===== src/design/rv_consts.svh =====
`ifndef RV_CONSTS_SVH
`define RV_CONSTS_SVH

// Data path word width
`define RV_XLEN 32

// Register index width, 32 architectural registers
`define RV_REG_AW 5

// Word-addressed data memory
`define RV_DMEM_WORDS 256
`define RV_DMEM_AW 8

`endif


===== src/design/reg_file.sv =====
`include "rv_consts.svh"

module reg_file (
    input  logic                  clk,
    input  logic                  arst_n,
    input  logic [`RV_REG_AW-1:0] rs1_idx,
    input  logic [`RV_REG_AW-1:0] rs2_idx,
    output logic [`RV_XLEN-1:0]   rs1_data,
    output logic [`RV_XLEN-1:0]   rs2_data,
    input  logic                  wr_en,
    input  logic [`RV_REG_AW-1:0] wr_idx,
    input  logic [`RV_XLEN-1:0]   wr_data
);
    localparam int NREGS = 1 << `RV_REG_AW;

    logic [`RV_XLEN-1:0]   regs    [1:NREGS-1]; // x0 not stored
    logic [`RV_REG_AW-1:0] rd_idx  [2];
    logic [`RV_XLEN-1:0]   rd_data [2];

    always_ff @(posedge clk or negedge arst_n)
    begin
        if (!arst_n)
        begin
            for (int i = 1; i < NREGS; i++)
            begin
                regs[i] <= '0;
            end
        end
        else if (wr_en && wr_idx != '0)
        begin
            regs[wr_idx] <= wr_data;
        end
    end

    assign rd_idx[0] = rs1_idx;
    assign rd_idx[1] = rs2_idx;

    // Same-cycle write is passed through
    always_comb
    begin
        for (int p = 0; p < 2; p++)
        begin
            if (rd_idx[p] == '0)
                rd_data[p] = '0;
            else if (wr_en && wr_idx == rd_idx[p])
                rd_data[p] = wr_data;
            else
                rd_data[p] = regs[rd_idx[p]];
        end
    end

    assign rs1_data = rd_data[0];
    assign rs2_data = rd_data[1];

endmodule


===== config.mk =====
export PLATFORM = sky130hd
export DESIGN_NAME = reg_file
export DESIGN_NICKNAME = d
export VERILOG_FILES = /design/src/design/reg_file.sv
export VERILOG_INCLUDE_DIRS = /design/src /design/src/design
export SDC_FILE = /design/constraint.sdc
export NUM_CORES = 2
export LEC_CHECK = 0
export BUFFER_PORTS_ARGS = -buffer_cell sky130_fd_sc_hd__buf_2
export CORE_MARGIN = 2
export CORE_UTILIZATION = 30
export DETAILED_ROUTE_END_ITERATION = 10
export GPL_ROUTABILITY_DRIVEN = 1
export HOLD_SLACK_MARGIN = 0.12
export RECOVER_POWER = 50
export SLEW_MARGIN = 20
export SYNTH_ARGS = -nofsm -noshare
export SYNTH_HDL_FRONTEND = slang
export SYNTH_SLANG_ARGS = --single-unit

===== constraint.sdc =====
create_clock -name clk -period 3.6 [get_ports clk]
set_input_delay 0.9 -clock clk [delete_from_list [all_inputs] [get_ports clk]]
set_output_delay 0.9 -clock clk [all_outputs]
set_load 0.01 [all_outputs]

==> results.md <==
- Status: complete, but fails checks
- Failing checks: max-capacitance violations, max-slew violations, negative setup slack
- Worst hold stages: 2
- R2R depth: 1
- Lkg Pwr: 0.0287 µW
- Final WL: 199,000 µm
- CTS Root Cell: clkbuf_16
- Total GRT Usage: 0.210
- Minimum clock period: 3.69 ns
- Top-level I/O count: 114
- CTS H-tree lvls: 3
- Max FFs per register: 992
- Top_reg_cell synth: dfrtp_1
- Routed WL per cell: 30.4 µm
- Hold Path Class: input pin to register
- # rows: 155
- CTS Buf Count: 101
- Top cell type's share of synthesized area: 0.459
- Reg2reg start: regs[76]
- Final core area utilization: 0.376
- Worst Setup EP: rs2_data[28]
- Latest clock arrival within the worst-skew pair: 0.72 ns
- Flops & latches, synth: 992
- PwrDens: 514 mW/mm²
- GPL Wtd Cong: 0.887
- Clk sinks: 992
- Required time worst endpoint: 2.70 ns
- Flop2flop setup slack: 2.78 ns
- Overflow left after global routing: 0
- Core Area: 0.179 mm²
- Fin crit share: 1.02
- Pin count of the biggest net entering global routing: 92
- Layout cell share with drive strength beyond 1: 0.606
- PortBufs: 113
- Via count: 37,846
- Synthesized net count: 3,781
- Fin. Hold Viols: 0
- Die Wd: 429 µm
- Peak VDD IR: 0.371 mV
- Synthesis-to-layout area growth: 24.2%
- Worst r2r dst: regs[76]
- Worst-path clk slew: 0.06 ns
- Count of cell types in the netlist: 51
- Post-synth top area cell: dfrtp_1
- Max clock buf depth: 3
- Clock Skew: 0 ns
- Vias in the first global route: 38,489
- EDFF count, synth: 0
- Worst-path maximum fanout: 8
- Setup Total Neg Slack: -1.08 ns
- Worst-Margin Slew: 1.68 ns
- First-pass GRT wire length: 283,000 µm
- Area of the die: 0.184 mm²
- Synth warn: 0
- RSZ-0062 raised after global routing: yes
- Worst setup EP type: output pin
- Pre-Repair DR Iteration Count: 6
- TritonCTS clock tree: yes
- Cell area after synthesis: 0.0541 mm²
- DRC Markers: 0
- Remaining antenna violation count: 0
- Slew margin rel.: -0.120
- Ranking of synthesized cells by area: dfrtp_1, mux2_2, mux4_2
- Final setup fails: 31
- FF/Latch Area: 0.0248 mm²
- Arrival time worst endpoint: 2.79 ns
- Syn avg cell area: 14.5 µm²
- Die span in y: 429 µm
- Initial Util: 0.303
- Pre-CTS setup slack: -0.583 ns
- Sequential element share of the synthesized area: 0.459
- Initial antenna violation count: 9
- Final WS setup: -0.0860 ns
- CP Launch Type: input pin
- Post-DP HPWL: 126,000 µm
- Cell count after synthesis: 3,731
- Total of max-cap violations: 3
- Vias per std cell: 5.78
- Largest Register: regs
- Max Clock Freq: 271 MHz
- Synth top cells by count: mux2_2, dfrtp_1, mux4_2, nand2_1, mux2i_1
- Most frequent cell after synthesis: mux2_2
- Area of the multi-input gates: 0.0284 mm²
- Largest registers: regs (992)
- Crit path launch: rs2_idx[0]
- Critical path class: input pin to output pin
- Fraction of registers with async set/reset: 1.00
- Iter 0 DRT Violations: 3,629
- # fillers: 16,763
- Fin. max-slew vios: 151
- NumNets Final: 4,155
## layout by cell type, fill, tap and decap left out, types with 17 or more instances in the layout
master,synthesis,layout
o211ai_1,60,60
clkbuf_8,0,26
buf_16,0,35
clkbuf_16,0,109
nand2_2,0,20
nor2_4,0,18
dfrtp_1,992,992
mux2i_1,160,139
a221oi_2,11,17
mux2_2,1067,1066
a22oi_1,47,37
buf_4,49,337
nand2_1,165,145
buf_12,3,106
buf_6,13,71
o22a_1,17,17
mux4_2,405,406
clkinv_2,0,18
a21oi_2,0,22
a221o_1,21,21
clkbuf_1,151,19
mux2i_2,0,19
buf_2,126,77
a31oi_1,39,22
nand3_1,41,39
## routing by layer
metal / GRT usage / wire (µm) / share of wire
met5: 0 / 34 / 0.00017
met4: 0.115 / 11700 / 0.059
met3: 0.0430 / 15300 / 0.077
met2: 0.337 / 94500 / 0.47
met1: 0.265 / 77600 / 0.39
## how the worst min path moves through the flow
stage | start | endpoint | slack, ns
2_1_floorplan | regs[819] | regs[819] | 0.49
3_3_place_gp | regs[919] | regs[919] | 0.50
3_5_place_dp | regs[896] | regs[896] | 0.51
4_1_cts | arst_n | regs[254] | 0.14
5_1_grt | wr_data[8] | regs[72] | 0.49
6_report | wr_data[8] | regs[72] | 0.49
## final cells by class
| cell class | count | area share |
|---|---|---|
| multi-input combinational | 2333 | 0.423 |
| inverter | 3 | 0.000167 |
| sequential | 992 | 0.369 |
| antenna | 8 | 0.000298 |
| clock buffer | 142 | 0.0444 |
| tap | 2355 | 0.0438 |
| clock inverter | 45 | 0.00871 |
| timing repair buffer | 674 | 0.111 |
## worst max-delay path, cell delays in order
cell and delay [ns]:
buf_16 0.15, buf_16 0.19, buf_16 0.15, buf_4 0.11, mux4_2 0.50, o22a_1 0.22
o211ai_1 0.20, a31oi_2 0.16, buf_2 0.17
## through the flow
step	instances	hold slack, ns	area [µm²]	power [µW]
after floorplan	3731	0.488	54100	19800
after global placement	6249	0.499	60800	22300
after detailed placement	6249	0.508	60800	22600
after CTS	6498	0.144	66300	34400
after global routing	6549	0.489	67200	35800
final	6552	0.490	67200	34600
## cell families after synthesis
logic type / Yosys count / synth area share
multiplexers: 1634 / 0.421
flip-flops: 992 / 0.459
buffers and inverters: 406 / 0.0380
AO/OA/AOI/OAI: 398 / 0.0567
AND/OR/NAND/NOR: 291 / 0.0242
XOR/XNOR: 10 / 0.00162
## where the power goes
part	total, µW	switching (µW)	leakage (µW)	internal (µW)
Clock	11400	4800	0.00174	6640
Combinational	8140	3340	0.0143	4800
Sequential	15000	1630	0.0127	13300
## repair_timing
item                       in CTS  in global routing
hold buffers                    0                  0
cloned                         20                  7
pin swaps                      43                 52
buffers inserted               42                 45
hold endpoints to repair        0                  0
setup endpoints to repair      64                 58
resized for setup             214                138
(Power assumes the default switching activity.)
