`src/design/rv_consts.svh`:
```
`ifndef RV_CONSTS_SVH
`define RV_CONSTS_SVH

// Data path word width
`define RV_XLEN 32

// Register index width, 32 architectural registers
`define RV_REG_AW 5

// Word-addressed data memory
`define RV_DMEM_WORDS 256
`define RV_DMEM_AW 8

`endif

```
`src/design/rv_pipe_pkg.sv`:
```
package rv_pipe_pkg;

    // Where an execute operand comes from
    typedef enum logic [1:0] {
        FWD_REG = 2'd0, // Register file value latched in decode
        FWD_MEM = 2'd1, // ALU result in the execute-to-memory register
        FWD_WB  = 2'd2  // Value in the memory-to-write-back register
    } fwd_sel_e;

endpackage

```
`src/design/hazard_unit.sv`:
```
`include "rv_consts.svh"

module hazard_unit (
    input  logic                  [`RV_REG_AW-1:0] rs1_idx,
    input  logic                  [`RV_REG_AW-1:0] rs2_idx,
    input  logic                  use_rs1,
    input  logic                  use_rs2,
    input  logic                  [`RV_REG_AW-1:0] ex_rs1,
    input  logic                  [`RV_REG_AW-1:0] ex_rs2,
    input  logic                  [`RV_REG_AW-1:0] ex_rd,
    input  logic                  ex_is_load,
    input  logic                  [`RV_REG_AW-1:0] mem_rd,
    input  logic                  mem_wr_en,
    input  logic                  [`RV_REG_AW-1:0] wb_rd,
    input  logic                  wb_valid,
    output rv_pipe_pkg::fwd_sel_e fwd_rs1,
    output rv_pipe_pkg::fwd_sel_e fwd_rs2,
    output logic                  stall
);
    import rv_pipe_pkg::*;

    // Nearest producer wins
    function automatic fwd_sel_e pick_src(
        input logic [`RV_REG_AW-1:0] src,
        input logic [`RV_REG_AW-1:0] m_rd,
        input logic                  m_wr,
        input logic [`RV_REG_AW-1:0] w_rd,
        input logic                  w_valid
    );
        if (m_wr && m_rd != '0 && m_rd == src)
            pick_src = FWD_MEM;
        else if (w_valid && w_rd == src) // wb_valid already excludes x0
            pick_src = FWD_WB;
        else
            pick_src = FWD_REG;
    endfunction

    assign fwd_rs1 = pick_src(ex_rs1, mem_rd, mem_wr_en, wb_rd, wb_valid);
    assign fwd_rs2 = pick_src(ex_rs2, mem_rd, mem_wr_en, wb_rd, wb_valid);

    // One bubble lets the write-back forward catch the load data
    assign stall = ex_is_load && ex_rd != '0 &&
                   ((use_rs1 && rs1_idx == ex_rd) || (use_rs2 && rs2_idx == ex_rd));

endmodule

```
`config.mk`:
```
export PLATFORM = sky130hd
export DESIGN_NAME = hazard_unit
export DESIGN_NICKNAME = d
export VERILOG_FILES = /design/src/design/rv_pipe_pkg.sv /design/src/design/hazard_unit.sv
export VERILOG_INCLUDE_DIRS = /design/src /design/src/design
export SDC_FILE = /design/constraint.sdc
export NUM_CORES = 1
export LEC_CHECK = 0
export BUFFER_PORTS_ARGS = -buffer_cell sky130_fd_sc_hd__buf_2
export CAP_MARGIN = 30
export CORE_AREA = 4 4 41 43
export DETAILED_ROUTE_END_ITERATION = 12
export DIE_AREA = 0 0 45 47
export PLACE_DENSITY = 0.81
export SYNTH_ARGS = -nofsm -noshare
export SYNTH_HDL_FRONTEND = slang
export SYNTH_SLANG_ARGS = --single-unit
export TNS_END_PERCENT = 50
```
`constraint.sdc`:
```
create_clock -name vclk -period 1.4
set_input_delay 0.21 -clock vclk [all_inputs]
set_output_delay 0.21 -clock vclk [all_outputs]
set_load 0.1 [all_outputs]
```
==> results.tsv <==
stage	metric	value	unit
global_routing	vias in the first global route	643	
timing	final period utilization	1.19	
placement	input/output buffers	45	
pwr	Reg power frac	0	
detailed_routing	DRT antenna net count	0	
setup_path	CP delay by family, top	simple AND/OR/NAND/NOR gates	
synthesis	Yosys warning count	0	
synthesis	Synth Instances	49	
finish	Final Core Density	0.612	
floorplanning	Ports	45	
placement	global placement routability congestion	0.775	
setup_path	CP endpoint kind	output pin	
detailed_routing	DR pass1 iterations	2	
setup_path	CP Launch Type	primary input	
finish	clock buf count	0	
timing	Final Max Slew Viols	0	
setup_path	worst path bufs/invs	2	
floorplanning	Rows	13	
floorplanning	core area	0.00130	mm^2
timing	Fin. Hold Viols	0	
finish	Layout area overhead	114	%
synthesis	Mapped Area	372	um^2
finish	fill count	120	
detailed_routing	Avg WL per Cell	14.3	um
timing	Final setup viols	5	
synthesis	Synth top area share	0.471	
detailed_routing	detailed-route vias per instance	4.85	
finish	Finished Cell Area	796	um^2
clock_network	CTS Hold Bufs	0	
global_routing	first-pass GRT wire length	2590	um
floorplanning	starting density of the core	0.286	
finish	diode count	0	
detailed_routing	routed via count	553	
global_routing	largest net degree at the start of global routing	4	
finish	fin nets	141	
finish	Seq. cell area	0	um^2
setup_path	slowest stage cell on the critical path	or4_4	
min_path	min-delay src	use_rs1	
pwr	Internal	0.000115	W
setup_path	crit-path cells	buf_6, or4_4, o21ai_4, nor4_4, nor2_4, buf_12	
synthesis	largest cells by area after synthesis	xor2_1 47%, xnor2_1 24%, nor4_1 10%	
floorplanning	die area	0.00212	mm^2
pwr	P_sw	0.000121	W
detailed_routing	DR iter-0 viols	3	
setup_path	Worst EP required	1.19	ns
setup_path	Worst Setup SP	mem_rd[1]	
setup_path	CP arrival	1.46	ns
pwr	PD cells	297	mW/mm^2
detailed_routing	Routed WL	1630	um
timing	RSZ-0062 raised after global routing	yes	
global_routing	Global Route Usage Sum	0.164	
finish	share of layout cells above drive strength 1	0.596	
synthesis	synth unique cells	9	
placement	DP Area	758	um^2
floorplanning	die height	47	um
setup_path	Worst path max stage delay	0.55	ns
outcome	run status	complete, but fails checks	
outcome	failing checks	setup timing	
timing	max frequency	600	MHz
pwr	Max VDD drop	0.152	mV
placement	pre-CTS setup slack	-0.274	ns
min_path	Worst Hold Depth	4	
setup_path	Crit Path Class	primary input to output pin	
min_path	Hold EP	stall	
pwr	Switching Share	0.514	
timing	Sum Neg Setup Slack	-0.993	ns
timing	actual slew at the worst max-slew pin	0.336	ns
min_path	Hold Crit Class	primary input to output pin	
pwr	clock group share of total power	0	
pwr	total power	0.000236	W
setup_path	maximum fanout along the worst path	2	
floorplanning	Die W	45	um
clock_network	# Post-CTS Setup Buffers	0	
synthesis	post-synth top area cell	xor2_1	
synthesis	sequential fraction of the synthesis area	0	
global_routing	antenna violations before repair	0	
timing	Slew HR	0.774	
pwr	leakage	0.354	nW
synthesis	Avg Inst Size Synth	7.58	um^2
job	Max-cap violations	0	
placement	DP HPWL	1450	um
synthesis	Syn Nets	89	
timing	setup ws final	-0.267	ns
pwr	logic gate share of total power	1.000	
finish	seq_cells	0	
detailed_routing	drt drc	0	
timing	fin crit period	1.67	ns
global_routing	gr ovfl total	0	
-- per-stage QoR --
stage	cells	hold slack (ns)
finish	114	0.817
floorplan	49	0.636
global placement	114	0.806
detailed placement	114	0.826
CTS	114	0.826
global route	114	0.844
-- area by class of cell --
| type | instances | area, um^2 | share of cell area |
|---|---|---|---|
| multi-input combinational | 49 | 444 | 0.558 |
| tap | 15 | 18.8 | 0.0236 |
| timing repair buffer | 50 | 333 | 0.418 |
-- power by group through the flow --
stage	combinational (W)	clock, W	sequential [W]
final	0.000236	0	0
after global routing	0.000256	0	0
after CTS	0.000231	0	0
after detailed placement	0.000225	0	0
after global placement	0.000217	0	0
after floorplan	0.000109	0	0
-- cells in the final DEF, fill, tap and decap left out --
cell type	instances
buf_6	4
xnor2_1	10
nor4_4	2
or4_4	1
xor2_1	20
nor4_1	2
buf_4	5
nor4_2	2
o21ai_0	1
o21ai_4	1
buf_2	38
or4_1	1
buf_12	3
nor2_4	2
a21oi_2	1
nand3_1	6
-- how the worst max path moves through the flow --
stage,slack (ns),depth (start not counted),endpoint
global route,-0.31,6,fwd_rs1[1]
global placement,-0.25,5,fwd_rs1[0]
CTS,-0.25,6,fwd_rs2[1]
finish,-0.27,6,fwd_rs2[1]
detailed placement,-0.27,5,fwd_rs1[0]
floorplan,-0.74,4,fwd_rs1[1]
-- routing by layer --
| layer | global-route usage | part of all wire | wire [um] | vias up |
|---|---|---|---|---|
| li1 | - | - | - | 275 |
| met1 | 0.135 | 0.30 | 486 | 248 |
| met2 | 0.370 | 0.59 | 967 | 26 |
| met3 | 0.0421 | 0.086 | 140 | 4 |
| met4 | 0.0409 | 0.023 | 38 | 0 |
| met5 | 0 | 0 | 0 | - |
-- cells in the mapped netlist (all sizes together) --
master  number
xor2        20
xnor2       10
nand3        6
nor4         6
nor2         2
o21ai        2
or4          2
a21oi        1
-- cells by family (layout without fill, tap and decap cells) --
family | count (synthesis) | in the layout | share of synthesized area
xor gates and xnor gates | 30 | 30 | 0.707
and+or+nand+nor | 16 | 16 | 0.242
AOI/OAI and AO/OA | 3 | 3 | 0.0505
buffers and inverters | 0 | 50 | 0
-- timing repair --
| action | in CTS | in global routing |
|---|---|---|
| pin swaps | 1 | 4 |
| endpoints found under the hold margin | 0 | 0 |
| gates cloned | 0 | 0 |
| gates resized for setup | 7 | 2 |
| endpoints found under the setup margin | 5 | 5 |
No activity file was read; power rests on OpenSTA's default activity.
