File: src/design/rv_consts.svh
`ifndef RV_CONSTS_SVH
`define RV_CONSTS_SVH

// Data path word width
`define RV_XLEN 32

// Register index width, 32 architectural registers
`define RV_REG_AW 5

// Word-addressed data memory
`define RV_DMEM_WORDS 256
`define RV_DMEM_AW 8

`endif

File: src/design/rv_isa_pkg.sv
package rv_isa_pkg;

    // Major opcodes, instr[6:0]
    typedef enum logic [6:0] {
        OP_NONE    = 7'b0000000, // Bubble
        OP_LOAD    = 7'b0000011, // LW
        OP_ALU_IMM = 7'b0010011, // ADDI .. SRAI
        OP_STORE   = 7'b0100011, // SW
        OP_ALU_RR  = 7'b0110011  // ADD .. AND
    } opcode_e;

    // ALU function, straight from funct3
    // Add/sub and the two right shifts are split by funct7 bit 5
    typedef enum logic [2:0] {
        FN_ADD  = 3'b000,
        FN_SLL  = 3'b001,
        FN_SLT  = 3'b010,
        FN_SLTU = 3'b011,
        FN_XOR  = 3'b100,
        FN_SR   = 3'b101, // SRL or SRA
        FN_OR   = 3'b110,
        FN_AND  = 3'b111
    } alu_fn_e;

endpackage

File: src/design/decode_stage.sv
`include "rv_consts.svh"

module decode_stage (
    input  logic                  clk,
    input  logic                  arst_n,
    input  logic                  instr_valid,
    input  logic [31:0]           instr,
    input  logic                  stall,
    output logic [`RV_REG_AW-1:0] rs1_idx,
    output logic [`RV_REG_AW-1:0] rs2_idx,
    output logic                  use_rs1,
    output logic                  use_rs2,
    input  logic [`RV_XLEN-1:0]   rs1_data,
    input  logic [`RV_XLEN-1:0]   rs2_data,
    output logic                  ex_valid,
    output rv_isa_pkg::opcode_e   ex_opcode,
    output rv_isa_pkg::alu_fn_e   ex_fn,
    output logic                  ex_alt,
    output logic [`RV_XLEN-1:0]   ex_imm,
    output logic [`RV_REG_AW-1:0] ex_rs1,
    output logic [`RV_REG_AW-1:0] ex_rs2,
    output logic [`RV_XLEN-1:0]   ex_rs1_data,
    output logic [`RV_XLEN-1:0]   ex_rs2_data,
    output logic [`RV_REG_AW-1:0] ex_rd,
    output logic                  ex_wr_en
);
    import rv_isa_pkg::*;

    logic [31:0]         held_instr;
    logic                held_valid;
    opcode_e             opcode;
    alu_fn_e             fn;
    logic                alt;
    logic                wr_en;
    logic [`RV_XLEN-1:0] imm;

    // Held instruction stays put while stalled
    always_ff @(posedge clk or negedge arst_n)
    begin
        if (!arst_n)
        begin
            held_valid <= 1'b0;
        end
        else if (!stall)
        begin
            held_valid <= instr_valid; // Gap becomes a bubble
        end
    end

    always_ff @(posedge clk)
    begin
        if (!stall && instr_valid)
        begin
            held_instr <= instr;
        end
    end

    assign rs1_idx = held_instr[19:15];
    assign rs2_idx = held_instr[24:20];
    assign opcode  = held_valid ? opcode_e'(held_instr[6:0]) : OP_NONE;

    always_comb
    begin
        use_rs1 = 1'b0;
        use_rs2 = 1'b0;
        wr_en   = 1'b0;
        alt     = 1'b0;
        fn      = alu_fn_e'(held_instr[14:12]);
        imm     = {{(`RV_XLEN-12){held_instr[31]}}, held_instr[31:20]}; // I-type
        case (opcode)
            OP_ALU_RR:
            begin
                use_rs1 = 1'b1;
                use_rs2 = 1'b1;
                wr_en   = 1'b1;
                alt     = held_instr[30];
            end
            OP_ALU_IMM:
            begin
                use_rs1 = 1'b1;
                wr_en   = 1'b1;
                alt     = (fn == FN_SR) && held_instr[30]; // Only SRAI
            end
            OP_LOAD:
            begin
                use_rs1 = 1'b1;
                wr_en   = 1'b1;
                fn      = FN_ADD; // Address add
            end
            OP_STORE:
            begin
                use_rs1 = 1'b1;
                use_rs2 = 1'b1;
                fn      = FN_ADD;
                imm     = {{(`RV_XLEN-12){held_instr[31]}}, held_instr[31:25],
                           held_instr[11:7]};
            end
            default:
            begin
                // Bubble or unsupported opcode, no side effects
            end
        endcase
    end

    always_ff @(posedge clk or negedge arst_n)
    begin
        if (!arst_n)
        begin
            ex_valid  <= 1'b0;
            ex_opcode <= OP_NONE;
            ex_wr_en  <= 1'b0;
        end
        else if (stall)
        begin
            ex_valid  <= 1'b0; // Insert bubble
            ex_opcode <= OP_NONE;
            ex_wr_en  <= 1'b0;
        end
        else
        begin
            ex_valid  <= held_valid;
            ex_opcode <= opcode;
            ex_wr_en  <= wr_en;
        end
    end

    always_ff @(posedge clk)
    begin
        ex_fn       <= fn;
        ex_alt      <= alt;
        ex_imm      <= imm;
        ex_rs1      <= rs1_idx;
        ex_rs2      <= rs2_idx;
        ex_rs1_data <= rs1_data;
        ex_rs2_data <= rs2_data;
        ex_rd       <= held_instr[11:7];
    end

endmodule

File: config.mk
export PLATFORM = sky130hd
export DESIGN_NAME = decode_stage
export DESIGN_NICKNAME = d
export VERILOG_FILES = /design/src/design/rv_isa_pkg.sv /design/src/design/decode_stage.sv
export VERILOG_INCLUDE_DIRS = /design/src /design/src/design
export SDC_FILE = /design/constraint.sdc
export NUM_CORES = 1
export LEC_CHECK = 0
export BUFFER_PORTS_ARGS = -buffer_cell sky130_fd_sc_hd__buf_2
export CAP_MARGIN = 0
export CORE_MARGIN = 3
export CORE_UTILIZATION = 44
export CTS_BUF_LIST = sky130_fd_sc_hd__clkbuf_16
export DETAILED_ROUTE_END_ITERATION = 16
export GPL_ROUTABILITY_DRIVEN = 1
export PLACE_DENSITY = 0.83
export SYNTH_ARGS = -nofsm -noshare
export SYNTH_HDL_FRONTEND = slang
export SYNTH_SLANG_ARGS = --single-unit
export TNS_END_PERCENT = 30
File: constraint.sdc
create_clock -name clk -period 2.24 [get_ports clk]
set_input_delay 0 -clock clk [delete_from_list [all_inputs] [get_ports clk]]
set_output_delay 0 -clock clk [all_outputs]
set_load 0.01 [all_outputs]
==> impl_metrics.ini, run 1 <==
[outcome]
status = complete, no violations

[hold_path]
min_path_type = input pin to flip-flop
hp-start = instr_valid

[logic_synthesis]
yosysUniqueCellTypes = 20
synthCells = 199
avgSynthCellArea_sq_um = 18.2
yosys_warnings = 0
synth_nets = 299
ys_seq_elements = 137
syn_area_sq_um = 3630
ys_seq_area_frac = 0.859

[critical_path]
worstPathArrival_ps = 1470
path_buf_inv = 1
end_kind = output pin
rr_startpoint = held_instr[2]
startpoint_type = flip-flop
critPathMaxFanout = 3
slowest_delay_ps = 380
startpoint = held_instr[2]
worst_path_max_delay_cell = edfxtp_1
cp_top_family = simple AND/OR/NAND/NOR gates
crit_type = flip-flop to output pin
cp.required_ps = 2240
path_cells = and4b_4 > and3_2 > buf_2

[sta]
holdWs_ps = 162
fmax_ghz = 0.682
worst_slew_pin_slew_ps = 920
clock_skew_ps = 8.00
fin_crit_ps = 1470
final-hold-violation-count = 0
setup_viol = 0
rsz0062_at_grt = false
setup-tns-final_ps = 0
timing.final.max_slew_violations = 0
slew_headroom = 0.386
period_share = 0.655

[place]
dpl.hpwl_um = 6300
io_buffers = 235
place.gp.congestion = 0.762

[clocking]
cts_root_buf = clkbuf_16
clk_latency_ps = 400
cts_max_path_buffers = 2
cts_resized = 0
cts_htree_levels = 4
cts_hold_buf = 99
cts_sinks = 137
path_clk_slew_ps = 60
cts_buffers = 17
cts_tree = built
post_cts_buffers = 0

[run]
drv_cap = 0

[route]
wl_per_cell_um = 17.0
ant_nets = 0
viasPerCell = 4.35
first_iter_violations = 71
routed_wl_um = 10800
drc_errors = 0
drt-pass1-iter-count = 4
vias = 2779

[floorplanning]
die_height_um = 96.8
die-area_sq_um = 9370
fp.coreArea_sq_um = 7850
row_count = 32
dieWidth_um = 96.8
pin_count = 236
initial_core_util = 0.462

[grt]
grt_antenna_before_repair = 1
grt_pass1_vias = 3144
grt_max_degree = 34
grt_pass1_wl_um = 16800
grt_use_total = 0.239
grt_overflow = 0

[cells_and_area]
final_core_util = 0.798
area.growth.synth_to_final_pct = 72.7
drive_gt1_frac = 0.521
layout_commonest_cell = buf_2
fin_nets = 622
final_cell_mix = buf_2, dlygate4sd3_1, dfxtp_1

[power]
p_leak_nw = 2.99
power.switching_mw = 1.31
power.density_nw_per_um2 = 926
pwr-share-comb = 0.086
swShare = 0.225
power_frac_seq = 0.473
clock_power_share = 0.441
irDropWorstVdd_v = 0.000751
internal-power_mw = 4.49
-- cell type report --
type | count | area, sq um
Sequential cell | 137 | 3110
Fill cell | 467 | 1590
Clock buffer | 17 | 425
Multi-Input combinational cell | 32 | 295
Timing Repair Buffer | 334 | 2170
Antenna cell | 2 | 5.00
Clock inverter | 15 | 129
Tap cell | 102 | 128
-- metal layers --
layer | global-route usage | share of wire | vias to the layer above
met1 | 0.213 | 0.32 | 1295
met2 | 0.433 | 0.55 | 171
li1 | - | - | 1285
met5 | 0.00549 | 0 | -
met4 | 0.116 | 0.029 | 0
met3 | 0.125 | 0.099 | 28
-- power groups by stage --
| stage | Sequential, mW | Combinational (mW) | Clock [mW] |
|---|---|---|---|
| after floorplan | 2.84 | 0.105 | 0 |
| after global placement | 2.78 | 0.347 | 0 |
| after detailed placement | 2.79 | 0.353 | 0 |
| after CTS | 2.74 | 0.491 | 2.58 |
| after global routing | 2.76 | 0.536 | 2.72 |
| final | 2.74 | 0.501 | 2.56 |
-- path summary, 6_finish.rpt --
path | cells after the start | endpoint | slack (ps)
max | 3 | use_rs2 | 770
min | 2 | held_instr[24] | 160
max reg2reg | 3 | ex_imm[2] | 920
min reg2reg | 0 | ex_imm[5] | 340
max in group asynchronous | 3 | held_valid | 1350
min in group asynchronous | 3 | ex_opcode[5] | 590
-- through the flow --
step / setup slack (ps) / total power, mW / instances / instance area (sq um)
floorplan: 328 / 2.94 / 199 / 3630
global placement: 959 / 3.13 / 506 / 4710
detailed placement: 916 / 3.14 / 506 / 4710
CTS: 739 / 5.81 / 637 / 6260
global route: 626 / 6.02 / 638 / 6260
finish: 773 / 5.80 / 639 / 6260
-- logic make-up after synthesis --
family	share of synthesized area
compound gates	0.00552
flops	0.859
mux	0.0207
simple gates	0.0531
buf+inv	0.0621
-- Yosys cell counts --
library cell  number  share of area
and2_1             7          0.012
o2111a_1           1         0.0031
nand4b_1           1         0.0024
nor4b_2            1         0.0041
nor2b_1            5         0.0086
edfxtp_1          32           0.27
mux2_4             5          0.021
and2b_1            1         0.0021
dfrtp_1           10          0.069
nand3_4            1         0.0048
nor3_2             1         0.0028
nor4b_1            1         0.0024
and3_2             1         0.0021
nor2_1             2         0.0021
dfxtp_1           95           0.52
a21o_2             1         0.0024
and4b_4            1         0.0038
and2b_2            2         0.0048
nand2_1            1         0.0010
buf_4             30          0.062
-- flip-flops by register name, indices dropped and copies added, names as in the netlist --
register,cells
ex_rs1_data,32
ex_rs2_data,32
held_instr,32
ex_imm,12
ex_opcode,7
ex_rd,5
ex_rs1,5
ex_rs2,5
ex_fn,3
ex_alt,1
ex_valid,1
ex_wr_en,1
held_valid,1
No activity file was read; power rests on OpenSTA's default activity.
==> run 2, diff against run 1 <==
Settings changed: CORE_UTILIZATION 44 to 41, PLACE_DENSITY 0.83 to 0.78.
Clock period 2.24 ns to 1.35 ns, I/O delays scaled along.
==> run 2 against run 1 <==
Compared with the run above: the run now ends with setup timing left; clock skew fell by 1.4 ps; final cell count rose by 1.1%; wire length fell by 4.9%; critical path depth did not move; die area rose by 6.9%; first-iteration DRC count fell by 8.5%; largest cell class unchanged; largest power group unchanged.
==> impl_metrics.ini, run 2 (synthesis results as in run 1) <==
[clocking]
cts_sinks = 137
cts_buffers = 17
cts_htree_levels = 4
cts_root_buf = clkbuf_16
path_clk_slew_ps = 60
cts_tree = built
cts_max_path_buffers = 2
clk_latency_ps = 390

[floorplanning]
pin_count = 236
dieWidth_um = 100
initial_core_util = 0.433
die_height_um = 100
fp.coreArea_sq_um = 8380
die-area_sq_um = 10000
row_count = 33

[place]
pre_cts_slack_ps = 23.9
place.gp.congestion = 0.817
dpl.hpwl_um = 6100
io_buffers = 235

[critical_path]
end_kind = output pin
crit_type = flip-flop to output pin
worstPathArrival_ps = 1460
r2r_cells = 4
cp.required_ps = 1350
startpoint_type = flip-flop
critPathMaxFanout = 3

[outcome]
status = finished with violations
violations = setup timing

[route]
ant_nets = 0
wl_per_cell_um = 15.9
viasPerCell = 4.30
drc_errors = 0
drt-pass1-iter-count = 4
routed_wl_um = 10300
vias = 2778
first_iter_violations = 65

[grt]
grt_overflow = 0
grt_use_total = 0.206
grt_pass1_vias = 3133
grt_antenna_before_repair = 0
grt_max_degree = 25
grt_pass1_wl_um = 15400

[cells_and_area]
area.growth.synth_to_final_pct = 76.3
seqCellArea_sq_um = 3110
fillCellCount = 494
reg_top3 = ex_rs1_data (32), ex_rs2_data (32), held_instr (32)
diodes = 0
drive_gt1_frac = 0.527
final_cell_mix = buf_2, dlygate4sd3_1, dfxtp_1
final_core_util = 0.763
fin_nets = 628
layout_commonest_cell = buf_2
multiInputGateArea_sq_um = 325

[power]
p_leak_nw = 3.07
totalPowerFinal_mw = 9.94
power.density_nw_per_um2 = 1560
irDropWorstVdd_v = 0.00112

[sta]
final-hold-violation-count = 0
fin_ws_ps = -109
fmax_ghz = 0.685
setup_viol = 7
clock_skew_ps = 6.57
rsz0062_at_grt = true
slew_headroom = 0.696
period_share = 1.08
worst_slew_pin_slew_ps = 454
setup-tns-final_ps = -541
timing.final.max_slew_violations = 0
fin_crit_ps = 1460

[run]
drv_cap = 0

[hold_path]
holdPathStages = 3
min_path_type = input pin to flip-flop
## run 2: per-stage QoR
stage,hold slack [ps],cells,cell area (sq um)
after CTS,124,646,6380
after detailed placement,-132,512,4740
after floorplan,-296,199,3630
final,161,646,6390
after global routing,169,646,6390
after global placement,-138,512,4740
## run 2: where the power goes
part	total, mW	leakage [nW]	internal (mW)	switching, mW
registers	4.55	1.24	4.45	0.0925
logic	0.844	1.52	0.485	0.360
clock network	4.55	0.309	2.92	1.63
## run 2: path summary, 6_finish.rpt
kind,startpoint,to,slack (ps)
worst min-delay path,instr_valid,held_instr[30],160
max in group asynchronous,arst_n,ex_opcode[5],420
worst max-delay path,held_instr[2],use_rs2,-110
min in group asynchronous,arst_n,ex_wr_en,620
worst max register to register,held_instr[2],ex_imm[3],-70
worst min register to register,held_instr[25],ex_imm[5],340
## run 2: what timing repair did
action | 4_1_cts | 5_1_grt
hold endpoints to repair | 109 | 0
resized for setup | 5 | 2
endpoints found under the setup margin | 2 | 12
pin swaps | 1 | 2
buffers inserted | 3 | 0
hold buffers | 99 | 0
## run 2: final cells by class
| type | instances | share of cell area |
|---|---|---|
| Clock inverter | 13 | 0.0194 |
| Sequential cell | 137 | 0.487 |
| Clock buffer | 19 | 0.0744 |
| Timing Repair Buffer | 340 | 0.348 |
| Tap cell | 105 | 0.0206 |
| Multi-Input combinational cell | 32 | 0.0509 |
## run 2: critical path, stage by stage, from the launching register on
cell and delay [ps]:
edfxtp_1 410, and4b_4 360, and3_4 190, buf_6 100
## run 2: metal layers
layer,wire [um],vias up,part of all wire,global-route usage
met4,391,0,0.038,0.132
met5,0,-,0,0
li1,-,1293,-,-
met1,3420,1280,0.33,0.197
met2,5500,177,0.53,0.375
met3,993,28,0.096,0.0702
